## src/core_defs.svh

```systemverilog
// Core size definitions
`ifndef CORE_DEFS_SVH
`define CORE_DEFS_SVH

`define CORE_DATA_WIDTH 32
`define CORE_REG_PER_CHANNEL 16
`define CORE_MAX_CHANNELS 4
`define CORE_ISTORE_DEPTH 256
`define CORE_HOST_ADDR_WIDTH 10

// Channel select and full register address
`define CORE_CH_WIDTH ($clog2(`CORE_MAX_CHANNELS))
`define CORE_REG_ADDR_WIDTH (`CORE_CH_WIDTH + $clog2(`CORE_REG_PER_CHANNEL))

`endif

```

## src/core_bus_pkg.sv

```systemverilog
// Register file bus types
`include "core_defs.svh"

package core_bus_pkg;

    // Last marks the final channel of an instruction
    typedef struct packed {
        logic [`CORE_REG_ADDR_WIDTH-1:0] addr;
        logic [`CORE_DATA_WIDTH-1:0]     data;
        logic                            last;
    } reg_write_t;

    typedef struct packed {
        logic [`CORE_REG_ADDR_WIDTH-1:0] addr;
        logic [`CORE_DATA_WIDTH-1:0]     data;
    } host_req_t;

endpackage

```

## src/core_write_arbiter.sv

```systemverilog
// Register file write arbiter
`timescale 1ns/100ps

module core_write_arbiter (
    input  logic                        clock,
    input  logic                        rst_n,
    input  core_bus_pkg::reg_write_t    alu_write,
    input  logic                        alu_write_valid,
    input  core_bus_pkg::host_req_t     host_req,
    input  logic                        host_req_valid,
    output core_bus_pkg::reg_write_t    rf_write,
    output logic                        rf_write_valid,
    output logic                        host_busy
);

    core_bus_pkg::host_req_t held;
    logic held_valid;

    // ALU first, then the held host write, then a fresh one
    always_comb begin
        if (alu_write_valid) begin
            rf_write = alu_write;
        end else if (held_valid) begin
            rf_write = '{addr: held.addr, data: held.data, last: 1'b0};
        end else begin
            rf_write = '{addr: host_req.addr, data: host_req.data, last: 1'b0};
        end
    end

    assign rf_write_valid = alu_write_valid || held_valid || host_req_valid;
    assign host_busy = held_valid;

    always_ff @(posedge clock) begin
        if (!rst_n) begin
            held_valid <= 1'b0;
        end else if (alu_write_valid && host_req_valid) begin
            held_valid <= 1'b1;
        end else if (!alu_write_valid) begin
            held_valid <= 1'b0;
        end
    end

    always_ff @(posedge clock) begin
        if (alu_write_valid && host_req_valid) begin
            held <= host_req;
        end
    end

    assert property (@(posedge clock) disable iff (!rst_n)
        host_req_valid |-> !host_busy);

endmodule

```

## config.mk

```make
export PLATFORM = sky130hd
export DESIGN_NAME = core_write_arbiter
export DESIGN_NICKNAME = d
export VERILOG_FILES = /design/src/core_bus_pkg.sv /design/src/core_write_arbiter.sv
export VERILOG_INCLUDE_DIRS = /design/src
export SDC_FILE = /design/constraint.sdc
export NUM_CORES = 1
export LEC_CHECK = 0
export BUFFER_PORTS_ARGS = -buffer_cell sky130_fd_sc_hd__buf_2
export CORE_MARGIN = 2
export CORE_UTILIZATION = 40
export CTS_BUF_LIST = sky130_fd_sc_hd__clkbuf_8
export CTS_CLUSTER_DIAMETER = 100
export DETAILED_ROUTE_END_ITERATION = 7
export HOLD_SLACK_MARGIN = 0.1
export PLACE_DENSITY_LB_ADDON = 0.12
export SLEW_MARGIN = 20
export SYNTH_ARGS = -nofsm -noshare
export SYNTH_HDL_FRONTEND = slang
export SYNTH_SLANG_ARGS = --single-unit
export TNS_END_PERCENT = 5
```

## constraint.sdc

```tcl
create_clock -name clock -period 2 [get_ports clock]
set_clock_uncertainty 0.1 [all_clocks]
set_input_delay 0.4 -clock clock [delete_from_list [all_inputs] [get_ports clock]]
set_output_delay 0.4 -clock clock [all_outputs]
set_load 0.005 [all_outputs]
```

==> impl_metrics.toml <==
[die]
io_pins = 122
die_x_um = 74.7
rows = 25
coreArea_sq_um = 4790
fp.dieH_um = 74.7
start_util = 0.418
fp.dieArea_sq_um = 5580

[worst_setup_path]
crit_fanout = 16
crit_arrival_ns = 1.38
timing.rr.end = "host_busy"
rr_worst_depth = 2
crit_path_end_kind = "primary output"
path_cells = "buf_4, mux2i_1, o21ai_0, buf_2"
cp_slowest_cell = "dfxtp_2"
cp.required_ns = 1.50
r2r-start = "host_busy"
startpoint_type = "flop"
regToRegSetupSlack_ns = 1.06
critPathMaxStageDelay_ns = 0.35
worstSetupPathType = "reg -> out"

[layout]
layout_common_cells = "buf_2 (121), mux2i_1 (38), nand2_1 (38), o21ai_0 (38), edfxtp_1 (38)"
final_core_util = 0.582
drive_above_1_share = 0.467
fill_cells = 435
diodes = 0
layout_commonest_cell = "buf_2"
nets = 371
final_design_area_no_fill_sq_um = 2790
syn_to_final_growth_pct = 39.5

[power]
p_leak_uw = 0.00121
clkPwrFrac = 0.343
finalPower_uw = 1960
power.internal_uw = 1530
power_frac_comb = 0.162
power_frac_seq = 0.495
power_density_nw_per_um2 = 704
switchingPower_uw = 433
p_sw_frac = 0.221
ir_drop_uv = 384

[global_routing]
grt_max_degree = 45
grt_pass1_wl_mm = 6.36
antenna_found_initial = 0
grt_pass1_vias = 1423
grt_usage = 0.155
overflow = 0

[clock_tree]
cts_hold_buf = 0
clk_pin_slew_ns = 0.08
cts.htree.levels = 2
clock_sinks = 39
cts_buffers = 5
ctsResizeCount = 0
cts-root-buf = "clkbuf_8"
clock_latency_ns = 0.29
cts_setup_buffers = 0
cts_max_path_buffers = 2
tritoncts = "built"

[drt]
ant_nets = 0
via_per_inst = 4.68
first_iter_violations = 132
dr.pass1.iters = 4
wl_mm = 4.36
vias = 1677
route.detailed.drc = 0
wl_per_cell_um = 12.2

[placed_design]
place.gp.congestion = 0.676
hpwl_mm = 3.25
dpl_cell_area_sq_um = 2670
numPortBuffers = 121

[timing]
max_freq_mhz = 531
finalSetupViolations = 0
worst_pin_slew_ns = 0.284
min_period_ns = 1.88
hold_viol = 0
slew_headroom = 0.811
drv_slew = 0
tns_ns = 0
fin_crit_sh = 0.941
grt_setup_unrepaired = "no"

[synthesis]
avgSynthCellArea_sq_um = 11.7
yosysSeqAreaShare = 0.581
synthDistinctLibCells = 11
ys_ff_latch = 39
syn_nets = 252
netlist_area_sq_um = 2000
netlist_instances = 171
yosysWarnings = 0

[status]
outcome = "finished, final reports clean"

[worst_hold_path]
min_path_cells = 1
hold_end = "held[33]"
min_path_type = "in -> reg"
min_from = "host_req[33]"

[job]
max_cap_violations = 0
-- layout make-up --
class                   instances  area, sq um  share of cell area
clock buffers                   6         82.6              0.0296
clock inverters                 2         35.0              0.0126
multi-input cells             118          743               0.267
flip-flops and latches         39         1160               0.417
well taps                      67         83.8              0.0301
repair buffers                126          681               0.244
-- power by group through the flow --
stage                     sequential, uW  clock (uW)  combinational [uW]
after floorplan                      985           0                 152
after global placement               988           0                 317
after detailed placement             990           0                 322
after CTS                            972         692                 323
after global routing                 976         720                 358
final                                971         672                 318
-- registers in the layout, summed over array words and instances (netlist names) --
signal	cells
host_busy	1
held	38
-- cell families after synthesis --
family                 Yosys count  synth area share
multiplexers                    38             0.190
AO/OA/AOI/OAI                   39             0.100
flip-flops                      39             0.581
AND/OR/NAND/NOR                 41            0.0808
buffers and inverters           14            0.0476
-- cell usage after synthesis, drive strengths merged --
| cell type | number | area share |
|---|---|---|
| edfxtp | 38 | 0.57 |
| o211a | 1 | 0.0050 |
| and2 | 2 | 0.0063 |
| or3 | 1 | 0.0031 |
| clkbuf | 5 | 0.0094 |
| buf | 9 | 0.038 |
| dfxtp | 1 | 0.010 |
| o21ai | 38 | 0.095 |
| mux2i | 38 | 0.19 |
| nand2 | 38 | 0.071 |
-- per-stage QoR --
stage | setup WS [ns] | hold slack, ns | std cells
4_1_cts | 0.0846 | 0.181 | 358
6_report | 0.118 | 0.193 | 358
2_1_floorplan | 0.231 | 0.399 | 171
3_3_place_gp | 0.329 | 0.491 | 350
3_5_place_dp | 0.299 | 0.492 | 350
5_1_grt | 0.0249 | 0.179 | 358
-- metal layers --
| layer | part of all wire | GRT usage | up-vias |
|---|---|---|---|
| met5 | 0 | 0 | - |
| met2 | 0.48 | 0.248 | 68 |
| met1 | 0.43 | 0.195 | 747 |
| met3 | 0.075 | 0.0576 | 5 |
| li1 | - | - | 857 |
| met4 | 0.011 | 0.0536 | 0 |
-- worst max-delay path: cells and delay by family (launching register included) --
kind	cells	cell delay [ns]
AOI/OAI and AO/OA	1	0.09
buffers and inverters	2	0.41
DFF	1	0.35
muxes	1	0.24
-- worst max path at each step --
stage,slack (ns),to,startpoint,cells past startpoint
after global routing,0.02,rf_write[13],host_busy,4
after floorplan,0.23,held[0],alu_write_valid,3
final,0.12,rf_write[16],host_busy,4
after CTS,0.08,rf_write[16],host_busy,4
after detailed placement,0.30,held[1],alu_write_valid,4
after global placement,0.33,held[5],alu_write_valid,4
(Power assumes the default switching activity.)
