File: src/core_defs.svh
// Core size definitions
`ifndef CORE_DEFS_SVH
`define CORE_DEFS_SVH

`define CORE_DATA_WIDTH 32
`define CORE_REG_PER_CHANNEL 16
`define CORE_MAX_CHANNELS 4
`define CORE_ISTORE_DEPTH 256
`define CORE_HOST_ADDR_WIDTH 10

// Channel select and full register address
`define CORE_CH_WIDTH ($clog2(`CORE_MAX_CHANNELS))
`define CORE_REG_ADDR_WIDTH (`CORE_CH_WIDTH + $clog2(`CORE_REG_PER_CHANNEL))

`endif

File: src/core_isa_pkg.sv
// Instruction set types
`include "core_defs.svh"

package core_isa_pkg;

    // Codes above op_stop are illegal
    typedef enum logic [4:0] {
        op_nop  = 5'd0,
        op_add  = 5'd1,
        op_sub  = 5'd2,
        op_and  = 5'd3,
        op_or   = 5'd4,
        op_xor  = 5'd5,
        op_ldi  = 5'd6,
        op_mov  = 5'd7,
        op_stop = 5'd8
    } opcode_t;

    typedef struct packed {
        opcode_t     opcode;
        logic [3:0]  dest;
        logic [3:0]  src_a;
        logic [3:0]  src_b;
        logic [14:0] imm;
    } instr_t;

    // One channel of one instruction
    typedef struct packed {
        instr_t                    instr;
        logic [`CORE_CH_WIDTH-1:0] channel;
        logic                      last;
    } issue_t;

    typedef struct packed {
        opcode_t                         opcode;
        logic [`CORE_REG_ADDR_WIDTH-1:0] dest;
        logic [`CORE_DATA_WIDTH-1:0]     imm;
        logic                            last;
    } exec_op_t;

endpackage

File: src/core_decoder.sv
// Instruction decoder
`timescale 1ns/100ps
`include "core_defs.svh"

module core_decoder (
    input  logic                              clock,
    input  logic                              rst_n,
    input  core_isa_pkg::issue_t              issue,
    input  logic                              issue_valid,
    output logic [`CORE_REG_ADDR_WIDTH-1:0]   read_addr_a,
    output logic [`CORE_REG_ADDR_WIDTH-1:0]   read_addr_b,
    output core_isa_pkg::exec_op_t            exec_op,
    output logic                              exec_valid
);

    localparam int imm_width = $bits(issue.instr.imm);

    core_isa_pkg::instr_t instr;
    logic [$clog2(`CORE_REG_PER_CHANNEL)-1:0] sel_a;

    assign instr = issue.instr;

    // A nop reads its own destination so that the write back leaves it unchanged
    assign sel_a = instr.opcode == core_isa_pkg::op_nop ? instr.dest : instr.src_a;

    assign read_addr_a = {issue.channel, sel_a};
    assign read_addr_b = {issue.channel, instr.src_b};

    always_ff @(posedge clock) begin
        if (!rst_n) begin
            exec_valid <= 1'b0;
        end else begin
            exec_valid <= issue_valid;
        end
    end

    // Lines up with the register file read latency
    always_ff @(posedge clock) begin
        exec_op.opcode <= instr.opcode;
        exec_op.dest <= {issue.channel, instr.dest};
        exec_op.imm <= {{(`CORE_DATA_WIDTH - imm_width){instr.imm[imm_width-1]}}, instr.imm};
        exec_op.last <= issue.last;
    end

endmodule

File: config.mk
export PLATFORM = sky130hd
export DESIGN_NAME = core_decoder
export DESIGN_NICKNAME = d
export VERILOG_FILES = /design/src/core_isa_pkg.sv /design/src/core_decoder.sv
export VERILOG_INCLUDE_DIRS = /design/src
export SDC_FILE = /design/constraint.sdc
export NUM_CORES = 1
export LEC_CHECK = 0
export ABC_AREA = 0
export BUFFER_PORTS_ARGS = -buffer_cell sky130_fd_sc_hd__buf_2
export CAP_MARGIN = 5
export CORE_MARGIN = 4
export CORE_UTILIZATION = 30
export CTS_BUF_LIST = sky130_fd_sc_hd__clkbuf_8
export CTS_CLUSTER_DIAMETER = 40
export DETAILED_ROUTE_END_ITERATION = 8
export GPL_TIMING_DRIVEN = 0
export PLACE_DENSITY = 0.76
export REMOVE_ABC_BUFFERS = 1
export SLEW_MARGIN = 20
export SYNTH_ARGS = -nofsm -noshare
export SYNTH_HDL_FRONTEND = slang
export SYNTH_SLANG_ARGS = --single-unit
File: constraint.sdc
create_clock -name clock -period 1 [get_ports clock]
set_input_delay 0.05 -clock clock [delete_from_list [all_inputs] [get_ports clock]]
set_output_delay 0.05 -clock clock [all_outputs]
set_load 0.01 [all_outputs]
==> results_dict.tcl <==
set metrics [dict create \
    timing.final.crit_share_pct 135.0 \
    synth_top_area_cell "dfxtp_1" \
    period_minus_slack_ns 1.350 \
    yosysWarnings 0 \
    drive_gt1_share_pct 63.23 \
    rows 18 \
    area_delta_synth_final_pct 85.08 \
    syn_area_um2 822.0 \
    setup-tns-final_ns -1.397 \
    drtIter0Drc 6 \
    cts_buffers 3 \
    route.vias.total 744 \
    tritoncts_num_sinks 28 \
    antenna_found_initial 0 \
    cts_tree "yes" \
    cp-start-kind "input pin" \
    worst_slew_margin_rel_pct 88.40 \
    leakagePower_nw 0.7827 \
    synth_cells 60 \
    multi_input_area_um2 88.84 \
    dr.pass1.iters 2 \
    wire_per_inst_um 12.83 \
    cpMaxStageDelayCell "or4_4" \
    overflow 0 \
    power_frac_comb_pct 15.3 \
    drt-met1-wl_um 607 \
    violations "setup timing" \
    drc 0 \
    crit_top_cell "buf_6" \
    p_clk_share_pct 35.4 \
    gp_congestion 0.6939 \
    status "finished with violations" \
    power_density_nw_per_um2 1591 \
    max_stage_delay_ns 0.53 \
    grt_max_degree 19 \
    critPathMaxFanout 4 \
    nets 194 \
    pin_count 95 \
    die_x_um 60.35 \
    arrival_ns 1.30 \
    worstSetupEndpoint "read_addr_a[2]" \
    htree_num_levels 1 \
    path_cells "buf_6 > or4_4 > nor2_4 > mux2_4 > buf_6" \
    max_freq_ghz 0.7408 \
    power.share.switching_pct 20.19 \
    die-area_um2 3642 \
    cp-startpoint "issue[32]" \
    synth_area_leaders "dfxtp_1 68%, buf_4 23%, mux2_1 5.5%" \
    vdd_drop_max_v 0.0009213 \
    die_y_um 60.35 \
    grt_first_pass_wirelength_um 3539 \
    start_util_pct 32.30 \
    synth_cell_types 6 \
    io_buffers 86 \
    setup_slack_ns -0.3499 \
    hold_viol 0 \
    whs_ns 0.1001 \
    synth_top_cell_area_share_pct 68.19 \
    drv_cap 0 \
    grt_pass1_vias 783 \
    grt_setup_unrepaired "yes" \
    power_switching_mw 0.4889 \
    ys_seq_area_share_pct 68.19 \
    hold_class "in -> out" \
    setup_viol 4 \
    wl_met2_um 1438 \
    required_ns 0.95 \
    seqPwrFrac_pct 49.3 \
    tightest_slew_ns 0.1737 \
    finalWirelength_um 2374 \
    grt.total_usage_pct 13.31 \
    fill_cells 227 \
    cts_buffer_depth 2 \
    ys_ff_latch 28 \
    dr_wl_met3_um 303 \
    p_int_mw 1.932 \
    diodes 0 \
    dp_slack_ns -0.3847 \
    synth.avg_cell_area_um2 13.70 \
    ant_nets 0 \
    core_region_area_um2 2545 \
    top_layer_used "met4" \
    root_buffer "clkbuf_8" \
    vias_per_cell 4.022 \
    worst_setup_path_end_kind "output port" \
    worstSetupPathType "in -> out" \
    slew_viol_final 0 \
    seq_area_um2 564.3 \
]
## final cells by class
type                    instances  area share, %
multi-input cells               7          5.839
well taps                      30          2.467
clock inverters                 1          1.974
clock buffers                   3          2.714
repair buffers                116          49.92
flip-flops and latches         28          37.09
## critical path, delay by kind of cell
family,cells,cell delay (ns)
and+or+nand+nor,2,0.70
muxes,1,0.33
buffers and inverters,2,0.21
## cell families after synthesis
group         synth area share, %
flops                       68.19
buf+inv                     22.83
mux                         5.479
simple gates                3.501
## repair_timing
action,CTS,global route
endpoints found under the hold margin,28,1
resized for setup,10,1
cloned,0,0
endpoints found under the setup margin,22,5
pin swaps,2,2
hold buffers,28,1
buffers inserted,1,0
## per-layer routing
layer	track usage (%)	vias to the layer above
li1	-	352
met1	11.24	333
met2	28.86	57
met3	2.979	2
met4	4.747	0
met5	0	-
## registers in the layout, indices dropped and copies added, names as in the netlist
register and count:
exec_op 27, exec_valid 1
## worst min-delay path by stage
| stage | from | end | depth (start not counted) |
|---|---|---|---|
| after floorplan | issue[0] | exec_op[0]$_DFF_P_ | 0 |
| final | issue[20] | read_addr_b[2] | 0 |
| after global routing | issue[18] | read_addr_b[0] | 0 |
| after CTS | issue[34] | exec_op[43]$_DFF_P_ | 1 |
| after global placement | issue[18] | read_addr_b[0] | 0 |
| after detailed placement | issue[18] | read_addr_b[0] | 0 |
## synthesized netlist by cell type (all sizes together)
library cell  number
mux2               4
dfxtp             28
nor2               1
buf               25
or4                1
and2               1
## power by group through the flow
stage	Combinational [mW]	Clock, mW	Sequential, mW
after CTS	0.369	0.895	1.19
after global placement	0.253	0	1.22
after floorplan	0.0181	0	1.28
final	0.371	0.856	1.19
after global routing	0.403	0.923	1.20
after detailed placement	0.257	0	1.22
## layout by cell type, fill, tap and decap left out, drive strengths merged
master,instances
and2,1
buf,87
bufinv,1
clkbuf,3
dfxtp,28
dlygate4sd3,29
mux2,4
nor2,1
or4,1
## stage by stage
stage,power [mW],instance area [µm²],std cells,utilization (%)
2_1_floorplan,1.294,634.4,35,-
3_3_place_gp,1.470,1102,151,43.31
3_5_place_dp,1.477,1102,151,43.31
4_1_cts,2.459,1509,184,59.29
5_1_grt,2.528,1521,185,59.78
6_report,2.421,1521,185,59.78
Note: power is estimated with default switching activity, not from simulation.
