File: config.mk
export PLATFORM = sky130hd
export DESIGN_NAME = core_register_file
export DESIGN_NICKNAME = d
export VERILOG_FILES = /design/src/core_bus_pkg.sv /design/src/core_register_file.sv
export VERILOG_INCLUDE_DIRS = /design/src
export SDC_FILE = /design/constraint.sdc
export NUM_CORES = 2
export LEC_CHECK = 0
export BUFFER_PORTS_ARGS = -buffer_cell sky130_fd_sc_hd__buf_2
export CAP_MARGIN = 20
export CORE_MARGIN = 2
export CORE_UTILIZATION = 25
export CTS_CLUSTER_SIZE = 24
export DETAILED_ROUTE_END_ITERATION = 7
export REMOVE_ABC_BUFFERS = 1
export SLEW_MARGIN = 20
export SYNTH_ARGS = -nofsm -noshare
export SYNTH_HDL_FRONTEND = slang
export SYNTH_SLANG_ARGS = --single-unit
File: constraint.sdc
create_clock -name clock -period 4.6 [get_ports clock]
set_input_delay 0.46 -clock clock [delete_from_list [all_inputs] [get_ports clock]]
set_output_delay 0.46 -clock clock [all_outputs]
set_load 0.05 [all_outputs]
File: src/core_defs.svh
// Core size definitions
`ifndef CORE_DEFS_SVH
`define CORE_DEFS_SVH

`define CORE_DATA_WIDTH 32
`define CORE_REG_PER_CHANNEL 16
`define CORE_MAX_CHANNELS 4
`define CORE_ISTORE_DEPTH 256
`define CORE_HOST_ADDR_WIDTH 10

// Channel select and full register address
`define CORE_CH_WIDTH ($clog2(`CORE_MAX_CHANNELS))
`define CORE_REG_ADDR_WIDTH (`CORE_CH_WIDTH + $clog2(`CORE_REG_PER_CHANNEL))

`endif

File: src/core_bus_pkg.sv
// Register file bus types
`include "core_defs.svh"

package core_bus_pkg;

    // Last marks the final channel of an instruction
    typedef struct packed {
        logic [`CORE_REG_ADDR_WIDTH-1:0] addr;
        logic [`CORE_DATA_WIDTH-1:0]     data;
        logic                            last;
    } reg_write_t;

    typedef struct packed {
        logic [`CORE_REG_ADDR_WIDTH-1:0] addr;
        logic [`CORE_DATA_WIDTH-1:0]     data;
    } host_req_t;

endpackage

File: src/core_register_file.sv
// Banked register file
`timescale 1ns/100ps
`include "core_defs.svh"

module core_register_file (
    input  logic                              clock,
    input  logic                              rst_n,
    input  core_bus_pkg::reg_write_t          rf_write,
    input  logic                              rf_write_valid,
    input  logic [`CORE_REG_ADDR_WIDTH-1:0]   read_addr_a,
    input  logic [`CORE_REG_ADDR_WIDTH-1:0]   read_addr_b,
    input  logic [`CORE_REG_ADDR_WIDTH-1:0]   host_read_addr,
    output logic [`CORE_DATA_WIDTH-1:0]       operand_a,
    output logic [`CORE_DATA_WIDTH-1:0]       operand_b,
    output logic [`CORE_DATA_WIDTH-1:0]       host_read_data
);

    localparam int rf_words = `CORE_MAX_CHANNELS * `CORE_REG_PER_CHANNEL;

    // Channel number sits in the top address bits
    logic [`CORE_DATA_WIDTH-1:0] mem [rf_words];

    always_ff @(posedge clock) begin
        if (!rst_n) begin
            for (int i = 0; i < rf_words; i++) begin
                mem[i] <= '0;
            end
        end else if (rf_write_valid) begin
            mem[rf_write.addr] <= rf_write.data;
        end
    end

    // All read ports have one cycle of latency
    always_ff @(posedge clock) begin
        operand_a <= mem[read_addr_a];
        operand_b <= mem[read_addr_b];
        host_read_data <= mem[host_read_addr];
    end

endmodule

==> results.json <==
{
  "drt_first_pass_iters": 8,
  "p_comb_share_pct": 17.4,
  "placed_cells": 14500,
  "period_needed_ns": 3.01,
  "tightest_slew_ns": 1.15,
  "via_per_inst": 5.78,
  "synth_edf_count": 2048,
  "grt_max_degree": 129,
  "gp_congestion": 0.969,
  "io-pin-count": 156,
  "yosysSeqAreaShare_pct": 49.8,
  "worst_slack_ns": 1.59,
  "crit_fanout": 28,
  "intPower_mw": 37.4,
  "die_x_um": 718,
  "synthArstFlopShare_pct": 0,
  "rsz0062_at_grt": "false",
  "cts.sinks": 2144,
  "fin_crit_sh_pct": 65.3,
  "hold_path_class": "primary input to register",
  "cp_slowest_cell": "mux4_2",
  "avgSynthCellArea_um2": 15.8,
  "nFillCells": 50000,
  "slew_headroom_pct": 22.9,
  "dr.first_iter.drc_count": 15400,
  "fin_hold_ws_ns": 0.0394,
  "cp.required_ns": 5.31,
  "path_class": "primary input to register",
  "critPathMaxStageDelay_ns": 0.55,
  "maxCapViolations": 0,
  "setup_viol": 0,
  "total_power_mw": 52.1,
  "synth_seq_cells": 2144,
  "post_drt_wl_per_cell_um": 35.8,
  "port_buffers": 154,
  "drv_slew": 0,
  "violations": "design-rule violations",
  "clockBufferDepth": 4,
  "worstPathArrival_ns": 3.72,
  "cts-htree-levels": 4,
  "clk_pin_slew_ns": 0.06,
  "clock_power_share_pct": 37.6,
  "grt_pass1_wl_um": 722000,
  "p_per_area_nw_per_um2": 356,
  "hold_viol": 0,
  "drc": 2,
  "cts_setup_buffers": 0,
  "synth_cells": 8051,
  "syn_area_um2": 127000,
  "vias": 86400,
  "antenna_found_initial": 106,
  "drive_gt1_share_pct": 36.7,
  "cts_tree": "done",
  "worstSkewPairLatency_ns": 0.95,
  "power.leakage_nw": 48.5,
  "synth_top_area_cell": "edfxtp_1",
  "cts_buffers": 222,
  "rows": 262,
  "hpwl_um": 337000,
  "dieArea_um2": 516000,
  "final_cell_mix": "edfxtp_1, and2_1, mux4_2, buf_4, mux2i_1",
  "areaGrowthSynthToFinish_pct": 15.0,
  "die_h_um": 718,
  "power_switching_mw": 14.8,
  "root_buffer": "clkbuf_16",
  "pwr-share-seq_pct": 45.0,
  "grt_pass1_vias": 85600,
  "synth_warnings": 0,
  "p_sw_share_pct": 28.3,
  "dp_worst_setup_slack_ns": 0.766,
  "synth.area.top_cells": "edfxtp_1, mux4_2, and2_1",
  "cts-resized-gates": 0,
  "synth_ff_type": "edfxtp_1",
  "ir_drop_mv": 0.313,
  "final_common_cell": "edfxtp_1",
  "routed_wirelength_um": 535000,
  "clock_skew_ns": 0.0695,
  "gr-usage-all-layers_pct": 20.0,
  "ctsHoldBuffers": 0,
  "grt_overflow": 0,
  "nets": 8035,
  "worstSetupEndpointType": "register",
  "final_cell_count_no_fill": 15000,
  "start_util_pct": 25.1,
  "cp_cell_sequence": "buf_8 -> buf_12 -> buf_4 -> mux4_2 -> mux4_2 -> nor2b_1 -> nor3_1 -> buf_4 -> nor2_1",
  "synth_top_area_share_pct": 48.3,
  "status": "finished, violations left",
  "coreArea_um2": 508000,
  "ys_types": 41,
  "start_kind": "primary input",
  "tns_ns": 0,
  "fmax_ghz": 0.333,
  "final_antenna_net_count": 0
}
==> stage by stage <==
stage / area, µm² / util [%]
finish: 147000 / 28.8
global route: 146000 / 28.8
CTS: 146000 / 28.8
detailed placement: 139000 / 27.3
global placement: 139000 / 27.3
floorplan: 123000 / -
==> synthesized netlist by cell type, drive strengths merged (2+ instances only) <==
cell type and instances:
or3 2, buf 331, nand3 40, a221oi 2, nand3b 5, nand2 138, nor3b 5, or3b 3
nor3 17, nor2b 33, o31ai 8, o221ai 8, dfxtp 96, inv 2, o21ai 71, a211o 2
clkbuf 639, a211oi 43, o22ai 25, nor2 89, and2 1945, and3 130, o22a 3, or2 3
a2111oi 4, mux2 88, a21oi 88, o211ai 47, a22oi 143, mux4 1729, nand2b 10, mux2i 249
edfxtp 2048
==> sequential cells by signal, summed over array words and instances (netlist names) <==
signal	count
mem	2048
host_read_data	32
operand_a	32
operand_b	32
==> layout make-up <==
class	count	area (µm²)	share of cell area [%]
clock inverter	125	1560	1.06
antenna	76	190	0.130
sequential	2144	63400	43.3
inverter	2	12.5	0.00854
clock buffer	278	6050	4.13
tap	6732	8420	5.75
multi-input combinational	4935	61200	41.7
timing repair buffer	670	5750	3.92
==> cell families (layout without fill, tap and decap cells) <==
kind of cell,count (synthesis),count (layout),share of synthesized area [%]
AOI/OAI and AO/OA,446,446,2.31
buffers and inverters,972,1075,3.23
DFF,2144,2144,49.8
muxes,2066,2066,33.3
other,0,76,0
and+or+nand+nor,2423,2423,11.4
==> layer usage <==
| metal | vias up | part of all wire [%] | GRT usage, % |
|---|---|---|---|
| met5 | - | 0.34 | 2.66 |
| met4 | 54 | 7.3 | 12.2 |
| met3 | 1640 | 16 | 9.28 |
| met2 | 7819 | 43 | 28.9 |
| met1 | 44900 | 33 | 24.0 |
| li1 | 32000 | - | - |
==> final timing paths <==
kind,startpoint,endpoint,slack [ns],cells past startpoint
setup / recovery,host_read_addr[0],host_read_data[28]$_DFF_P_,1.59,9
hold / removal,read_addr_a[4],operand_a[28]$_DFF_P_,0.04,2
setup reg to reg,mem[15][14]$_SDFFCE_PN0P_,host_read_data[14]$_DFF_P_,1.73,5
hold reg to reg,mem[4][16]$_SDFFCE_PN0P_,operand_a[16]$_DFF_P_,0.91,4
==> power groups by stage <==
stage | logic [mW] | clock network, mW | registers, mW
after floorplan | 3.85 | 0 | 23.9
after global placement | 8.68 | 0 | 23.7
after detailed placement | 8.74 | 0 | 23.8
after CTS | 8.76 | 19.6 | 23.4
after global routing | 9.11 | 20.3 | 23.6
final | 9.08 | 19.6 | 23.5
==> critical path: cells and delay by family <==
family	cells	cell delay, ns
muxes	2	1.00
buffers and inverters	4	1.41
and+or+nand+nor	3	0.71
Note: power is estimated with default switching activity, not from simulation.
