`src/core_defs.svh`:
```
// Core size definitions
`ifndef CORE_DEFS_SVH
`define CORE_DEFS_SVH

`define CORE_DATA_WIDTH 32
`define CORE_REG_PER_CHANNEL 16
`define CORE_MAX_CHANNELS 4
`define CORE_ISTORE_DEPTH 256
`define CORE_HOST_ADDR_WIDTH 10

// Channel select and full register address
`define CORE_CH_WIDTH ($clog2(`CORE_MAX_CHANNELS))
`define CORE_REG_ADDR_WIDTH (`CORE_CH_WIDTH + $clog2(`CORE_REG_PER_CHANNEL))

`endif

```
`src/core_isa_pkg.sv`:
```
// Instruction set types
`include "core_defs.svh"

package core_isa_pkg;

    // Codes above op_stop are illegal
    typedef enum logic [4:0] {
        op_nop  = 5'd0,
        op_add  = 5'd1,
        op_sub  = 5'd2,
        op_and  = 5'd3,
        op_or   = 5'd4,
        op_xor  = 5'd5,
        op_ldi  = 5'd6,
        op_mov  = 5'd7,
        op_stop = 5'd8
    } opcode_t;

    typedef struct packed {
        opcode_t     opcode;
        logic [3:0]  dest;
        logic [3:0]  src_a;
        logic [3:0]  src_b;
        logic [14:0] imm;
    } instr_t;

    // One channel of one instruction
    typedef struct packed {
        instr_t                    instr;
        logic [`CORE_CH_WIDTH-1:0] channel;
        logic                      last;
    } issue_t;

    typedef struct packed {
        opcode_t                         opcode;
        logic [`CORE_REG_ADDR_WIDTH-1:0] dest;
        logic [`CORE_DATA_WIDTH-1:0]     imm;
        logic                            last;
    } exec_op_t;

endpackage

```
`src/core_bus_pkg.sv`:
```
// Register file bus types
`include "core_defs.svh"

package core_bus_pkg;

    // Last marks the final channel of an instruction
    typedef struct packed {
        logic [`CORE_REG_ADDR_WIDTH-1:0] addr;
        logic [`CORE_DATA_WIDTH-1:0]     data;
        logic                            last;
    } reg_write_t;

    typedef struct packed {
        logic [`CORE_REG_ADDR_WIDTH-1:0] addr;
        logic [`CORE_DATA_WIDTH-1:0]     data;
    } host_req_t;

endpackage

```
`src/core_alu.sv`:
```
// Integer execute stage
`timescale 1ns/100ps
`include "core_defs.svh"

module core_alu (
    input  logic                            clock,
    input  logic                            rst_n,
    input  core_isa_pkg::exec_op_t          exec_op,
    input  logic                            exec_valid,
    input  logic [`CORE_DATA_WIDTH-1:0]     operand_a,
    input  logic [`CORE_DATA_WIDTH-1:0]     operand_b,
    output core_bus_pkg::reg_write_t        alu_write,
    output logic                            alu_write_valid
);

    logic [`CORE_DATA_WIDTH-1:0] result;
    logic strobe;

    always_comb begin
        case (exec_op.opcode)
            core_isa_pkg::op_add: result = operand_a + operand_b;
            core_isa_pkg::op_sub: result = operand_a - operand_b;
            core_isa_pkg::op_and: result = operand_a & operand_b;
            core_isa_pkg::op_or:  result = operand_a | operand_b;
            core_isa_pkg::op_xor: result = operand_a ^ operand_b;
            core_isa_pkg::op_ldi: result = exec_op.imm;
            // Nop rewrites the destination with its own value
            core_isa_pkg::op_mov, core_isa_pkg::op_nop: result = operand_a;
            default: result = '0;
        endcase
    end

    // Nop only strobes for its last channel to close the wait
    assign strobe = exec_valid && (exec_op.opcode != core_isa_pkg::op_nop || exec_op.last);

    always_ff @(posedge clock) begin
        if (!rst_n) begin
            alu_write_valid <= 1'b0;
        end else begin
            alu_write_valid <= strobe;
        end
    end

    always_ff @(posedge clock) begin
        alu_write <= '{addr: exec_op.dest, data: result, last: exec_op.last};
    end

endmodule

```
`config.mk`:
```
export PLATFORM = sky130hd
export DESIGN_NAME = core_alu
export DESIGN_NICKNAME = d
export VERILOG_FILES = /design/src/core_isa_pkg.sv /design/src/core_bus_pkg.sv /design/src/core_alu.sv
export VERILOG_INCLUDE_DIRS = /design/src
export SDC_FILE = /design/constraint.sdc
export NUM_CORES = 1
export LEC_CHECK = 0
export BUFFER_PORTS_ARGS = -buffer_cell sky130_fd_sc_hd__clkbuf_2
export CAP_MARGIN = 20
export CORE_MARGIN = 3
export CORE_UTILIZATION = 55
export DETAILED_ROUTE_END_ITERATION = 16
export HOLD_SLACK_MARGIN = 0.03
export PLACE_DENSITY = 0.89
export SKIP_LAST_GASP = 1
export SLEW_MARGIN = 25
export SYNTH_ARGS = -nofsm -noshare
export SYNTH_HDL_FRONTEND = slang
export SYNTH_SLANG_ARGS = --single-unit
```
`constraint.sdc`:
```
create_clock -name clock -period 4.47 [get_ports clock]
set_input_delay 0.6705 -clock clock [delete_from_list [all_inputs] [get_ports clock]]
set_output_delay 0.6705 -clock clock [all_outputs]
set_load 0.03 [all_outputs]
```
==> flow_summary.json <==
{
  "status": "completed",
  "cts_tree": "done",
  "first_pass_iters": 5,
  "hold_viol_final": 0,
  "num_vias": 6046,
  "synth_compound_area_frac": 0.299,
  "grt_pass1_wl_mm": 26.5,
  "die_area_mm2": 0.0112,
  "synth_top_family_by_area": "compound AO/OA/AOI/OAI gates",
  "drc": 0,
  "yosys.area.top_type": "ha_1",
  "path_class": "in -> reg",
  "port-buffer-count": 150,
  "antenna_found_initial": 0,
  "diodes": 0,
  "finalCritPeriodShare": 0.928,
  "ys_warn_count": 0,
  "initial_core_util": 0.579,
  "hold_buffers": 0,
  "ys.flop_type": "dfxtp_1",
  "wl_per_cell_um": 16.6,
  "p_per_area_mw_per_mm2": 202,
  "ir_drop_mv": 0.122,
  "cap_violations": 0,
  "synth_top_area_frac": 0.219,
  "fin_setup_tns_ps": 0,
  "synth.avg_cell_area_um2": 7.61,
  "fmax_mhz": 241,
  "synthMuxAreaShare": 0.00754,
  "postCtsSetupRepairBufs": 0,
  "die_w_um": 106,
  "hp-class": "in -> reg",
  "ys_seq_elements": 40,
  "mostFrequentLayoutCells": "150 x clkbuf_2, 96 x ha_1, 73 x inv_1",
  "crit_start": "operand_b[4]",
  "grt.overflow.total": 0,
  "clkSinkCount": 40,
  "io_pins": 151,
  "drive_above_1_share": 0.224,
  "cts_resized": 0,
  "cts_root_buf": "clkbuf_8",
  "min_from": "exec_op[37]",
  "slew_viol_final": 0,
  "dp.final_hpwl_mm": 13.2,
  "setup_viol_count_final": 0,
  "fin_nets": 1073,
  "clk_pin_slew_ps": 90,
  "syn_to_final_growth_pct": 19.6,
  "worst_ep_arrival_time_ps": 4320,
  "crit_path_end_kind": "register",
  "grt_util_all_layers": 0.282,
  "worst_pin_slew_ps": 845,
  "htreeDepth": 2,
  "yosysUniqueCellTypes": 70,
  "synthAdderAreaFrac": 0.223,
  "synth_xor_area_frac": 0.0736,
  "antenna_left": 0,
  "slew_headroom": 0.436,
  "async_flop_share": 0,
  "gp_congestion": 0.913,
  "cp.required_ps": 4640,
  "final_common_cell": "clkbuf_2",
  "rsz0062_at_grt": "no",
  "routed_wl_mm": 16.5,
  "synthesis.nets": 927,
  "crit_fanout": 5,
  "placeableCoreArea_mm2": 0.00946,
  "post_synth_inst_count": 719,
  "cp-start-kind": "primary input",
  "rows": 35,
  "cts_buffers": 5,
  "fin_crit_ps": 4150,
  "synth_edf_count": 0,
  "vias_per_cell": 6.08,
  "leakage_nw": 3.26,
  "synth-simple-area-share": 0.179,
  "grt_pass1_vias": 5672,
  "netlist_area_mm2": 0.00547,
  "cts_buffer_depth": 2,
  "die_y_um": 106,
  "drtIter0Drc": 518,
  "p_total_w": 0.00132,
  "synth.area.top_cells": "ha_1 22%, dfxtp_1 15%, xnor2_1 6.1%",
  "grt_max_degree": 31,
  "synth-seq-area-share": 0.146
}
[state kept, by name, indices dropped and copies added (netlist names)]
| name | cells |
|---|---|
| alu_write_valid | 1 |
| alu_write | 39 |
[cells in the mapped netlist, drive strengths merged (4+ instances only)]
library cell	count
ha	96
inv	73
nand2	65
a21oi	54
o21ai	50
dfxtp	40
nor2	39
xnor2	38
clkbuf	23
a21o	20
nand3	16
nor3	16
a221o	15
nand4	11
a31oi	10
o211ai	9
nand2b	8
o31ai	8
xor2	8
a221oi	7
and3	7
or3	7
a211o	6
a222oi	6
buf	6
nor2b	6
a211oi	5
o21a	5
nor4	4
o2111ai	4
o21bai	4
[power by group]
| part | internal [W] | switching [W] | leakage, nW |
|---|---|---|---|
| sequential | 0.000383 | 0.00000794 | 0.330 |
| clock | 0.000166 | 0.000150 | 0.0541 |
| combinational | 0.000241 | 0.000375 | 2.87 |
| total | 0.000789 | 0.000533 | 3.26 |
[area by class of cell]
type	instances	area, um^2
fill	840	2910
inverter	73	274
clock buffer	5	68.8
sequential	40	801
timing repair buffer	168	898
tap	129	161
clock inverter	3	42.5
multi-input combinational	577	4300
[worst max-delay path, cell delays in order]
cell and delay, ps:
clkbuf_2 130, nor4_2 420, and2_1 260, nand4_1 250, nor3_1 470, a21oi_1 170, xnor2_1 170, ha_1 280
a21o_1 190, a21o_1 170, a21oi_1 230, o21ai_0 220, a32oi_1 400, a211o_1 180, nand4_1 90
[metal layers]
layer | track usage | part of all wire | up-vias
met1 | 0.366 | 0.42 | 2756
met3 | 0.0318 | 0.079 | 44
met2 | 0.476 | 0.47 | 313
li1 | - | - | 2933
met5 | 0 | 0 | -
met4 | 0.111 | 0.037 | 0
[worst paths after layout]
path                         to  slack [ps]  cells after the start
hold / removal    alu_write[37]         470                      1
setup / recovery  alu_write[32]         320                     15
[through the flow]
step,hold WS (ps),util,instances,instance area (um^2),worst slack [ps]
finish,470,0.692,995,6550,322
global route,461,0.692,995,6550,54.9
CTS,467,0.692,995,6550,365
detailed placement,775,0.680,987,6430,113
global placement,773,0.680,987,6430,271
floorplan,698,-,719,5470,643
[cells by family after synthesis]
kind of cell / after synthesis
AOI/OAI and AO/OA: 234
xor gates and xnor gates: 46
adders and majority gates: 97
buffers and inverters: 102
DFF: 40
muxes: 4
and+or+nand+nor: 196
No activity file was read; power rests on OpenSTA's default activity.
