### src/core_defs.svh
// Core size definitions
`ifndef CORE_DEFS_SVH
`define CORE_DEFS_SVH

`define CORE_DATA_WIDTH 32
`define CORE_REG_PER_CHANNEL 16
`define CORE_MAX_CHANNELS 4
`define CORE_ISTORE_DEPTH 256
`define CORE_HOST_ADDR_WIDTH 10

// Channel select and full register address
`define CORE_CH_WIDTH ($clog2(`CORE_MAX_CHANNELS))
`define CORE_REG_ADDR_WIDTH (`CORE_CH_WIDTH + $clog2(`CORE_REG_PER_CHANNEL))

`endif

### src/core_isa_pkg.sv
// Instruction set types
`include "core_defs.svh"

package core_isa_pkg;

    // Codes above op_stop are illegal
    typedef enum logic [4:0] {
        op_nop  = 5'd0,
        op_add  = 5'd1,
        op_sub  = 5'd2,
        op_and  = 5'd3,
        op_or   = 5'd4,
        op_xor  = 5'd5,
        op_ldi  = 5'd6,
        op_mov  = 5'd7,
        op_stop = 5'd8
    } opcode_t;

    typedef struct packed {
        opcode_t     opcode;
        logic [3:0]  dest;
        logic [3:0]  src_a;
        logic [3:0]  src_b;
        logic [14:0] imm;
    } instr_t;

    // One channel of one instruction
    typedef struct packed {
        instr_t                    instr;
        logic [`CORE_CH_WIDTH-1:0] channel;
        logic                      last;
    } issue_t;

    typedef struct packed {
        opcode_t                         opcode;
        logic [`CORE_REG_ADDR_WIDTH-1:0] dest;
        logic [`CORE_DATA_WIDTH-1:0]     imm;
        logic                            last;
    } exec_op_t;

endpackage

### src/core_bus_pkg.sv
// Register file bus types
`include "core_defs.svh"

package core_bus_pkg;

    // Last marks the final channel of an instruction
    typedef struct packed {
        logic [`CORE_REG_ADDR_WIDTH-1:0] addr;
        logic [`CORE_DATA_WIDTH-1:0]     data;
        logic                            last;
    } reg_write_t;

    typedef struct packed {
        logic [`CORE_REG_ADDR_WIDTH-1:0] addr;
        logic [`CORE_DATA_WIDTH-1:0]     data;
    } host_req_t;

endpackage

### src/core_host_endpoint.sv
// Host endpoint
`timescale 1ns/100ps
`include "core_defs.svh"

module core_host_endpoint (
    input  logic                                    clock,
    input  logic                                    rst_n,
    input  logic                                    host_write,
    input  logic                                    host_read,
    input  logic [`CORE_HOST_ADDR_WIDTH-1:0]        host_addr,
    input  logic [`CORE_DATA_WIDTH-1:0]             host_wdata,
    input  logic                                    host_busy,
    output logic                                    store_write,
    output logic [$clog2(`CORE_ISTORE_DEPTH)-1:0]   store_addr,
    output core_isa_pkg::instr_t                    store_data,
    output core_bus_pkg::host_req_t                 host_req,
    output logic                                    host_req_valid,
    output logic [`CORE_REG_ADDR_WIDTH-1:0]         host_read_addr,
    input  logic [`CORE_DATA_WIDTH-1:0]             host_read_data,
    output logic [`CORE_DATA_WIDTH-1:0]             host_rdata,
    output logic                                    host_rvalid,
    output logic [`CORE_CH_WIDTH:0]                 n_channels
);

    localparam int reg_base = 'h100;
    localparam int rf_words = `CORE_MAX_CHANNELS * `CORE_REG_PER_CHANNEL;
    localparam int count_addr = 'h200;

    logic store_region;
    logic reg_region;
    logic count_ok;
    logic read_pend;
    logic read_hit;

    ////////////////////////////////////////
    // Address decode
    ////////////////////////////////////////

    assign store_region = host_addr < `CORE_ISTORE_DEPTH;
    assign reg_region = host_addr >= reg_base && host_addr < reg_base + rf_words;

    // Only counts from one up to the maximum are taken
    assign count_ok = host_addr == count_addr && host_wdata != '0 &&
                      host_wdata <= `CORE_MAX_CHANNELS;

    assign store_write = host_write && store_region;
    assign store_addr = host_addr[$clog2(`CORE_ISTORE_DEPTH)-1:0];
    assign store_data = core_isa_pkg::instr_t'(host_wdata);

    assign host_req = '{addr: host_addr[`CORE_REG_ADDR_WIDTH-1:0], data: host_wdata};
    assign host_req_valid = host_write && reg_region && !host_busy;
    assign host_read_addr = host_addr[`CORE_REG_ADDR_WIDTH-1:0];

    always_ff @(posedge clock) begin
        if (!rst_n) begin
            n_channels <= 1;
        end else if (host_write && count_ok) begin
            n_channels <= host_wdata[`CORE_CH_WIDTH:0];
        end
    end

    ////////////////////////////////////////
    // Read sequencing
    ////////////////////////////////////////

    // Register file data is ready one cycle after the strobe
    always_ff @(posedge clock) begin
        if (!rst_n) begin
            read_pend <= 1'b0;
            read_hit <= 1'b0;
            host_rvalid <= 1'b0;
        end else begin
            read_pend <= host_read;
            read_hit <= host_read && reg_region;
            host_rvalid <= read_pend;
        end
    end

    // Unmapped reads answer with zero
    always_ff @(posedge clock) begin
        host_rdata <= read_hit ? host_read_data : '0;
    end

    assert property (@(posedge clock) disable iff (!rst_n)
        n_channels >= 1 && n_channels <= `CORE_MAX_CHANNELS);

endmodule

### config.mk
export PLATFORM = sky130hd
export DESIGN_NAME = core_host_endpoint
export DESIGN_NICKNAME = d
export VERILOG_FILES = /design/src/core_isa_pkg.sv /design/src/core_bus_pkg.sv /design/src/core_host_endpoint.sv
export VERILOG_INCLUDE_DIRS = /design/src
export SDC_FILE = /design/constraint.sdc
export NUM_CORES = 1
export LEC_CHECK = 0
export ABC_AREA = 1
export BUFFER_PORTS_ARGS = -buffer_cell sky130_fd_sc_hd__clkbuf_2
export CORE_AREA = 2 2 78 80
export CTS_BUF_LIST = sky130_fd_sc_hd__clkbuf_8
export CTS_CLUSTER_SIZE = 16
export DETAILED_ROUTE_END_ITERATION = 8
export DIE_AREA = 0 0 80 82
export GPL_TIMING_DRIVEN = 0
export PLACE_DENSITY_LB_ADDON = 0.08
export SLEW_MARGIN = 15
export SYNTH_ARGS = -nofsm -noshare
export SYNTH_HDL_FRONTEND = slang
export SYNTH_SLANG_ARGS = --single-unit
### constraint.sdc
create_clock -name clock -period 1.5 [get_ports clock]
set_input_delay 0 -clock clock [delete_from_list [all_inputs] [get_ports clock]]
set_output_delay 0 -clock clock [all_outputs]
set_load 0.02 [all_outputs]
==> results.tsv, run 1 <==
stage	metric	value	unit
status	status	finished clean	
placement	port_buffers	200	
grt	grt_pass1_vias	1940	
yosys	yosys-top-cells-area	dfxtp_1 (40%), buf_4 (33%), nand2_1 (10%)	
yosys	synth_top_area_share	39.79	%
yosys	postSynthCellCount	254	
finish	fin_nets	574	
die	core-area	5746	µm²
yosys	yosysSeqAreaShare	39.79	%
timing	finClkSkew	0.006009	ns
placement	place_area	3007	µm²
die	initial_core_util	33.28	%
finish	synthToLayoutAreaGrowth	80.04	%
timing	setup_tns	0	ns
clock_network	cts_root_buf	clkbuf_8	
detailed_routing	vias	2112	
detailed_routing	firstDrtPassIters	4	
detailed_routing	wl_per_cell	9.499	µm
yosys	syn_nets	333	
setup_path	cp.required	1.73	ns
finish	diodes	0	
timing	hold_ws	0.01019	ns
yosys	yosys_warnings	0	
power	p_leak	0.002219	µW
timing	hold_viol	0	
setup_path	path_class	reg -> reg	
clock_network	post_cts_buffers	0	
timing	min_period	0.9924	ns
clock_network	numCtsBuffers	5	
setup_path	crit_arrival	1.23	ns
yosys	ys_top_cells_by_count	buf_4 (84), nand2_1 (52), dfxtp_1 (38), inv_1 (37), nor2_1 (29)	
clock_network	clkTransAtPathRegs	0.07	ns
timing	finalSetupViolCount	0	
detailed_routing	drt-initial-drc-count	43	
power	peakVddDrop	0.4516	mV
placement	hpwlAfterDp	4428	µm
detailed_routing	postRouteAntennaNets	0	
die	rows	28	
clock_network	clock_latency	0.28	ns
grt	gr-usage-all-layers	15.52	%
timing	slew_viol_final	0	
timing	relSlewSlack	73.69	%
grt	antenna_found_initial	0	
clock_network	clkSinkCount	38	
die	die_x	80	µm
die	die_area	6560	µm²
finish	final_area	3442	µm²
min_path	hp-class	in -> reg	
timing	rsz0062_at_grt	no	
yosys	async_reset_ff_share	0	%
clock_network	htreeDepth	2	
detailed_routing	viasPerCell	3.699	
yosys	synth-seq-cells	38	
placement	routabilityCongestion	0.7110	
timing	fin_crit_sh	66.16	%
timing	worst_slew_pin_slew	0.3946	ns
die	die_y	82	µm
grt	grt_max_degree	13	
yosys	synth_cell_types	13	
yosys	yosysMostFrequentCell	buf_4	
timing	timing.fmax	1008	MHz
setup_path	critPathLaunchType	flip-flop	
die	ios	201	
finish	drive_above_1_share	59.68	%
detailed_routing	routed_wl	5424	µm
yosys	syn_avg_cell_area	7.527	µm²
yosys	synth_edf_count	0	
clock_network	cts_tree	done	
detailed_routing	route.detailed.drc	0	
grt	grt_overflow_total	0	
grt	grt_pass1_wl	8010	µm
setup_path	crit_fanout	10	
yosys	ys.flop_type	dfxtp_1	
clock_network	clock_path_buffers	2	
yosys	syn_area	1912	µm²
setup_path	crit_path_end_kind	flip-flop	
yosys	synth_top_area_cell	dfxtp_1	
power	p_per_area	699.8	nW/µm²
job	maxCapViolCount	0	
## stage by stage
stage	power [µW]	utilization, %	std cells	worst slack (ns)
6_report	2409	59.91	571	0.5076
5_1_grt	2526	59.91	571	0.3576
4_1_cts	2455	59.91	571	0.4882
3_5_place_dp	1661	52.33	529	0.4826
3_3_place_gp	1658	52.33	529	0.4976
2_1_floorplan	1406	-	254	0.7074
## layout make-up
type,instances,area (µm²)
timing repair buffer,234,1341
multi-input combinational,92,370.4
sequential,38,760.7
tap,75,93.84
clock inverter,2,12.51
buffer,87,641.9
fill,558,2303
clock buffer,6,82.58
inverter,37,138.9
## layout by cell type (no fill, tap or decap)
cell / Yosys / layout
clkbuf_2: 0 / 200
buf_4: 84 / 84
nand2_1: 52 / 52
dfxtp_1: 38 / 38
inv_1: 37 / 37
dlygate4sd3_1: 0 / 34
nor2_1: 29 / 29
clkbuf_8: 0 / 6
clkbuf_1: 3 / 3
nand3_1: 3 / 3
nor3_1: 2 / 2
nor2_2: 2 / 2
nand3b_1: 1 / 1
o21ai_0: 1 / 1
nor3_2: 1 / 1
nand2_2: 1 / 1
clkinvlp_4: 0 / 1
clkinv_2: 0 / 1
## flip-flops by register name, summed over array words and instances (netlist names)
register	count
read_hit	1
host_rdata	32
read_pend	1
host_rvalid	1
n_channels	3
## power by group
part	leakage, µW	switching [µW]	internal, µW
registers	0.000307	2.18	1020
logic	0.00186	330	355
clock network	0.0000472	336	369
## per-layer routing
metal | vias up | share of wire (%) | global-route usage, % | wire length, µm
met5 | - | 0 | 0 | 0
met4 | 0 | 1.7 | 4.915 | 91
met3 | 9 | 9.0 | 4.835 | 490
met2 | 102 | 54 | 31.25 | 2926
met1 | 867 | 35 | 14.83 | 1916
li1 | 1134 | - | - | -
## critical path: stages (launching register included)
cell      delay [ns]
dfxtp_1         0.42
clkbuf_1        0.35
nand2_1         0.11
inv_1           0.06
## worst paths after layout
| path | startpoint | endpoint | slack (ns) | cells past startpoint |
|---|---|---|---|---|
| setup / recovery | read_hit | host_rdata[23] | 0.51 | 3 |
| hold / removal | host_wdata[1] | n_channels[1] | 0.01 | 3 |
| setup reg to reg | read_hit | host_rdata[23] | 0.51 | 3 |
| hold reg to reg | read_pend | host_rvalid | 0.41 | 2 |
## kinds of logic (layout without fill, tap and decap cells)
logic type | count (synthesis) | after routing | synth area share (%)
DFF | 38 | 38 | 39.79
and+or+nand+nor | 91 | 91 | 19.11
buffers and inverters | 124 | 366 | 40.84
AOI/OAI and AO/OA | 1 | 1 | 0.2615
## timing repair
item | in CTS | in global routing
resized for setup | 0 | 0
endpoints found under the hold margin | 38 | 0
hold buffers | 34 | 0
(Power assumes the default switching activity.)
==> run 2: changes to the inputs <==
--- a/config.mk
+++ b/config.mk
@@ -8,11 +8,11 @@
 export LEC_CHECK = 0
 export ABC_AREA = 1
 export BUFFER_PORTS_ARGS = -buffer_cell sky130_fd_sc_hd__clkbuf_2
-export CORE_AREA = 2 2 78 80
+export CORE_ASPECT_RATIO = 0.9
+export CORE_UTILIZATION = 33
 export CTS_BUF_LIST = sky130_fd_sc_hd__clkbuf_8
 export CTS_CLUSTER_SIZE = 16
 export DETAILED_ROUTE_END_ITERATION = 8
-export DIE_AREA = 0 0 80 82
 export GPL_TIMING_DRIVEN = 0
 export PLACE_DENSITY_LB_ADDON = 0.08
 export SLEW_MARGIN = 15
==> constraint.sdc (replaced) <==
create_clock -name clock -period 0.8 [get_ports clock]
set_input_delay 0 -clock clock [delete_from_list [all_inputs] [get_ports clock]]
set_output_delay 0 -clock clock [all_outputs]
set_load 0.02 [all_outputs]
==> results.tsv, run 2 (synthesis results as in run 1) <==
stage	metric	value	unit	change
power	peakVddDrop	1.179	mV	+160%
grt	antenna_found_initial	0		unchanged
detailed_routing	wl_per_cell	9.961	µm	+4.9%
timing	relSlewSlack	89.07	%	+15 points
detailed_routing	vias	2157		+2.1%
setup_path	cp_slowest_cell	dfxtp_1		
setup_path	crit_family	flip-flops		
grt	grt_max_degree	12		-1
finish	final_common_cell	clkbuf_2		
clock_network	numCtsBuffers	5		unchanged
clock_network	clock_latency	0.29	ns	about the same
setup_path	crit_fanout	1		-9
job	maxCapViolCount	0		unchanged
finish	fin_nets	575		+0.17%
detailed_routing	route.detailed.drc	0		unchanged
timing	slew_viol_final	0		unchanged
placement	dp.cells	521		-1.5%
timing	worst_slew_pin_slew	0.1627	ns	-0.2319 ns
clock_network	cts_root_buf	clkbuf_8		
detailed_routing	viasPerCell	3.824		+3.4%
detailed_routing	drt-initial-drc-count	42		-2.3%
grt	grt_pass1_vias	1907		-1.7%
finish	top_register	host_rdata		
min_path	hp-class	in -> reg		
finish	synthToLayoutAreaGrowth	83.90	%	
timing	fin_crit_sh	96.27	%	
finish	final_area	3516	µm²	+2.1%
die	die_area	6102	µm²	-7.0%
die	die_y	74.21	µm	-9.5%
power	p_per_area	1282	nW/µm²	+83%
setup_path	crit_path_end_kind	output port		
grt	grt_overflow_total	0		unchanged
timing	finClkSkew	0.003618	ns	-0.002391 ns
finish	final_util	64.97	%	+5.1 points
finish	largest_reg_flops	32		unchanged
finish	drive_above_1_share	61.57	%	+1.9 points
placement	hpwlAfterDp	4311	µm	-2.6%
finish	diodes	0		unchanged
timing	min_period	0.7702	ns	
placement	routabilityCongestion	0.7664		+7.8%
status	status	finished clean		
timing	hold_ws	0.01439	ns	+0.004202 ns
die	ios	201		unchanged
power	p_leak	0.002270	µW	+2.3%
timing	finalSetupViolCount	0		unchanged
finish	layout_common_cells	clkbuf_2 (177), buf_4 (98), nand2_1 (52)		
finish	top_regs	host_rdata: 32 flops, n_channels: 3 flops		
grt	grt_pass1_wl	8114	µm	+1.3%
detailed_routing	firstDrtPassIters	4		unchanged
setup_path	path_class	reg -> out		
detailed_routing	postRouteAntennaNets	0		unchanged
timing	timing.fmax	1298	MHz	
die	core-area	5411	µm²	-5.8%
setup_path	crit_arrival	0.77	ns	-0.46 ns
detailed_routing	routed_wl	5618	µm	+3.6%
setup_path	critPathLaunchType	flip-flop		
timing	hold_viol	0		unchanged
grt	gr-usage-all-layers	17.85	%	+2.3 points
clock_network	clock_path_buffers	2		unchanged
die	die_x	82.23	µm	+2.8%
setup_path	crit_chain	buf_2		
finish	stdcell_count	564		-1.2%
setup_path	slowest_delay	0.32	ns	-0.10 ns
clock_network	clkTransAtPathRegs	0.07	ns	about the same
setup_path	worst-r2r-setup-slack	0.06	ns	-0.45 ns
placement	port_buffers	200		unchanged
die	initial_core_util	35.33	%	+2.1 points
finish	fillers	481		-14%
timing	setup_tns	0	ns	unchanged
clock_network	htreeDepth	2		unchanged
clock_network	cts_tree	done		
clock_network	clkSinkCount	38		unchanged
placement	place_area	2997	µm²	-0.33%
setup_path	cp.required	0.80	ns	-0.93 ns
die	rows	25		-11%
setup_path	crit_buf_inv	1		-1
## run 2: changes by cell type in the layout (fill, tap and decap cells not counted), sizes merged
cell      change
buf          +24
clkbuf       -23
clkinvlp      -1
inv           +1
## run 2: report_power, final
part	total [µW]	leakage, µW	internal (µW)	switching, µW
clock	1310	0.0000524	682	630
sequential	1910	0.000308	1910	4.24
combinational	1290	0.00191	670	617
## run 2: path summary, 6_finish.rpt
path	from	endpoint	cells after the start
worst max-delay path	host_rdata[26]	host_rdata[26]	1
worst min-delay path	host_wdata[2]	n_channels[2]	3
worst max register to register	read_hit	host_rdata[1]	3
worst min register to register	read_pend	host_rvalid	2
## run 2: through the flow
stage | power [µW] | setup WS [ns]
5_1_grt | 4729 | -0.003947
3_3_place_gp | 3103 | -0.2269
3_5_place_dp | 3110 | -0.2468
4_1_cts | 4560 | -0.02248
2_1_floorplan | 2636 | 0.007365
6_report | 4508 | 0.02982
## run 2: per-layer routing
| metal | vias up | routed length, µm | GRT usage [%] |
|---|---|---|---|
| li1 | 1143 | - | - |
| met1 | 904 | 1946 | 16.86 |
| met2 | 101 | 3088 | 35.90 |
| met3 | 9 | 503 | 5.153 |
| met4 | 0 | 79 | 6.433 |
| met5 | - | 0 | 0 |
## run 2: layout make-up
type | instances | area [µm²] | area share, %
buffer | 87 | 653.1 | 18.58
clock buffer | 6 | 82.58 | 2.349
clock inverter | 2 | 8.758 | 0.2491
inverter | 37 | 138.9 | 3.950
multi-input combinational | 92 | 377.9 | 10.75
sequential | 38 | 767.0 | 21.81
tap | 67 | 83.83 | 2.384
timing repair buffer | 235 | 1404 | 39.93
## run 2: timing repair
item | in CTS | in global routing
pin swaps | 0 | 0
buffers inserted | 0 | 1
hold endpoints to repair | 38 | 0
resized for setup | 14 | 39
hold buffers | 34 | 0
endpoints found under the setup margin | 34 | 54
==> run 3: changes to the inputs <==
--- a/config.mk
+++ b/config.mk
@@ -6,10 +6,11 @@
 export SDC_FILE = /design/constraint.sdc
 export NUM_CORES = 1
 export LEC_CHECK = 0
-export ABC_AREA = 1
 export BUFFER_PORTS_ARGS = -buffer_cell sky130_fd_sc_hd__clkbuf_2
+export CELL_PAD_IN_SITES_DETAIL_PLACEMENT = 1
+export CELL_PAD_IN_SITES_GLOBAL_PLACEMENT = 2
 export CORE_ASPECT_RATIO = 0.9
-export CORE_UTILIZATION = 33
+export CORE_UTILIZATION = 18
 export CTS_BUF_LIST = sky130_fd_sc_hd__clkbuf_8
 export CTS_CLUSTER_SIZE = 16
 export DETAILED_ROUTE_END_ITERATION = 8
==> constraint.sdc (replaced) <==
create_clock -name clock -period 0.95 [get_ports clock]
set_input_delay 0 -clock clock [delete_from_list [all_inputs] [get_ports clock]]
set_output_delay 0 -clock clock [all_outputs]
set_load 0.02 [all_outputs]
==> results.tsv, run 3 <==
stage	metric	value	unit	change
status	violations	negative setup slack		
placement	routabilityCongestion	0.6573		-14%
die	die_y	98.19	µm	+32%
grt	gr-usage-met1	11.52	%	-5.3 points
yosys	synth_xor_area_share	0	%	unchanged
grt	grt_pass1_wl	9556	µm	+18%
setup_path	crit_path_end_kind	flip-flop		
finish	ff_latch_area	760.7	µm²	-0.82%
die	ios	201		unchanged
power	p_per_area	1208	nW/µm²	-5.8%
clock_network	cts_root_buf	clkbuf_8		
die	rows	34		+36%
detailed_routing	route.detailed.drc	0		unchanged
min_path	hp-class	in -> reg		
setup_path	crit_family	simple AND/OR/NAND/NOR gates		
timing	finClkSkew	0.007994	ns	+0.004376 ns
grt	globalRoute.busiestLayer	met2		
detailed_routing	drt-initial-drc-count	11		-74%
placement	hpwlAfterDp	5390	µm	+25%
finish	fin_nets	510		-11%
yosys	syn_avg_cell_area	9.791	µm²	+30%
finish	stdcell_count	558		-1.1%
die	core-area	9827	µm²	+82%
timing	relSlewSlack	77.13	%	-12 points
grt	grt_max_degree	14		+2
finish	diodes	0		unchanged
grt	grt_overflow_total	0		unchanged
timing	min_period	1.023	ns	
finish	fillers	1216		+150%
yosys	ys.flop_type	dfxtp_1		
clock_network	clkSinkCount	38		unchanged
die	die_x	108.9	µm	+32%
detailed_routing	vias	2005		-7.0%
detailed_routing	postRouteAntennaNets	0		unchanged
yosys	yosysSeqAreaShare	41.11	%	+1.3 points
yosys	synth_top_area_share	41.11	%	+1.3 points
yosys	synth_cell_types	18		+5
finish	synthToLayoutAreaGrowth	95.61	%	
yosys	yosys.area_share.simple	22.31	%	+3.2 points
detailed_routing	wl_per_cell	11.41	µm	+15%
grt	gr-usage-all-layers	11.60	%	-6.3 points
yosys	yosysMostFrequentCell	buf_4		
finish	final_util	36.83	%	-28 points
timing	finalSetupViolCount	3		+3
detailed_routing	firstDrtPassIters	2		-2
yosys	synth_edf_count	0		unchanged
timing	timing.fmax	977.8	MHz	
setup_path	path_class	in -> reg		
yosys	ys_top_cells_by_count	buf_4 (84), dfxtp_1 (38), and2_1 (34), nor4_1 (6), nand2_1 (5)		
setup_path	cp_slowest_cell	nor4_4		
placement	place_area	3060	µm²	+2.1%
setup_path	cp.required	1.16	ns	+0.36 ns
yosys	syn_nets	268		-20%
setup_path	cp_common_cell	nor4_4		
setup_path	crit_chain	buf_4, nor4_4, nand4_1, nor4_4, mux2i_1		
yosys	synth-seq-cells	38		unchanged
detailed_routing	viasPerCell	3.593		-6.0%
finish	top_regs	host_rdata: 32 flops, n_channels: 3 flops		
finish	multi_input_area	523.0	µm²	+38%
yosys	yosys-top-cells-area	dfxtp_1 (41%), buf_4 (34%), and2_1 (11%)		
clock_network	numCtsBuffers	5		unchanged
die	die_area	10690	µm²	+75%
yosys	yosys_warnings	0		unchanged
finish	largest_reg_flops	32		unchanged
grt	grt_pass1_vias	2020		+5.9%
grt	grtUsageMet2	22.98	%	-13 points
clock_network	clkTransAtPathRegs	0.07	ns	about the same
clock_network	cts_tree	done		
yosys	synthAdderAreaFrac	0	%	unchanged
timing	setup_ws	-0.07266	ns	-0.1025 ns
job	maxCapViolCount	0		unchanged
grt	antenna_found_initial	0		unchanged
die	initial_core_util	18.83	%	-16 points
finish	top_register	host_rdata		
yosys	synth_compound_area_share	0.2705	%	+0.0087 points
power	p_leak	0.001959	µW	-14%
yosys	async_reset_ff_share	0	%	unchanged
yosys	synth_top_family_by_area	buffers and inverters		
finish	drive_above_1_share	70.83	%	+9.3 points
clock_network	clock_path_buffers	2		unchanged
finish	layout_common_cells	clkbuf_2 (196), buf_4 (87), dfxtp_1 (38)		
grt	use_met3	3.672	%	-1.5 points
placement	port_buffers	200		unchanged
power	peakVddDrop	0.6854	mV	-42%
yosys	synth_top_area_cell	dfxtp_1		
clock_network	htreeDepth	2		unchanged
yosys	postSynthCellCount	189		-26%
timing	hold_viol	0		unchanged
clock_network	clock_latency	0.28	ns	about the same
setup_path	crit_buf_inv	1		unchanged
timing	hold_ws	0.004398	ns	-0.009991 ns
status	status	finished, violations left		
setup_path	crit_arrival	1.23	ns	+0.46 ns
timing	slew_viol_final	0		unchanged
setup_path	crit_fanout	3		+2
finish	final_common_cell	clkbuf_2		
setup_path	critPathLaunchType	input pin		
timing	worst_slew_pin_slew	0.3406	ns	+0.1778 ns
timing	fin_crit_sh	107.6	%	
yosys	syn_area	1851	µm²	-3.2%
setup_path	slowest_delay	0.41	ns	+0.09 ns
timing	rsz0062_at_grt	yes		
finish	final_area	3620	µm²	+3.0%
placement	dp.cells	515		-1.2%
yosys	synthMuxAreaShare	1.623	%	+1.6 points
detailed_routing	routed_wl	6366	µm	+13%
==> run 3: cell count changes in the layout (fill, tap and decap cells not counted), sizes merged, moves of 9 or more <==
cell / delta
clkbuf: +17
nor4: +9
nand2: -48
buf: -17
nor2: -30
and2: +34
inv: -38
==> run 3: area by class of cell <==
class                   instances  share of cell area [%]
well taps                     126                   4.355
flip-flops and latches         38                   21.02
clock buffers                   5                   1.901
repair buffers                235                   38.54
clock inverters                 3                   1.901
multi-input cells              64                   14.45
plain buffers                  87                   17.84
==> run 3: power breakdown <==
group          switching, µW  total, µW  internal, µW
logic                    546       1140           593
registers               3.26       1610          1600
clock network            574       1630          1050
total                   1120       4370          3250
==> run 3: repair_timing <==
item	CTS	global route
gates resized for setup	6	19
setup endpoints to repair	23	13
buffers inserted	1	1
pin swaps	4	6
hold buffers	33	0
hold endpoints to repair	33	0
==> run 3: kinds of logic after synthesis <==
kind of cell / Yosys count
compound gates: 1
mux: 3
buf+inv: 87
flops: 38
simple gates: 60
==> run 3: stage by stage <==
stage	setup TNS (ns)	setup WS (ns)	total power (µW)
after floorplan	-0.3072	-0.1024	2217
after global placement	-1.452	-0.4810	2645
after detailed placement	-1.563	-0.4774	2652
after CTS	-0.3398	-0.1162	4436
after global routing	-0.4230	-0.1468	4580
final	-0.1982	-0.07266	4371
==> run 3: worst register-to-register path, delay by kind of cell, from the launching register on <==
kind,cells,cell delay [ns]
buf+inv,1,0.23
simple gates,1,0.15
flops,1,0.41
==> run 3: layer usage <==
layer  vias to the layer above  routed length (µm)
met4                         0                  23
li1                       1010                   -
met3                         2                 534
met2                        93                3554
met5                         -                   0
met1                       900                2255
==> run 3: final timing paths <==
path	startpoint	endpoint	slack (ns)	cells after the start
worst max-delay path	host_wdata[7]	n_channels[1]	-0.07	5
worst min-delay path	host_wdata[2]	n_channels[2]	0.004	3
worst max register to register	read_hit	host_rdata[14]	0.12	2
worst min register to register	read_pend	host_rvalid	0.43	1
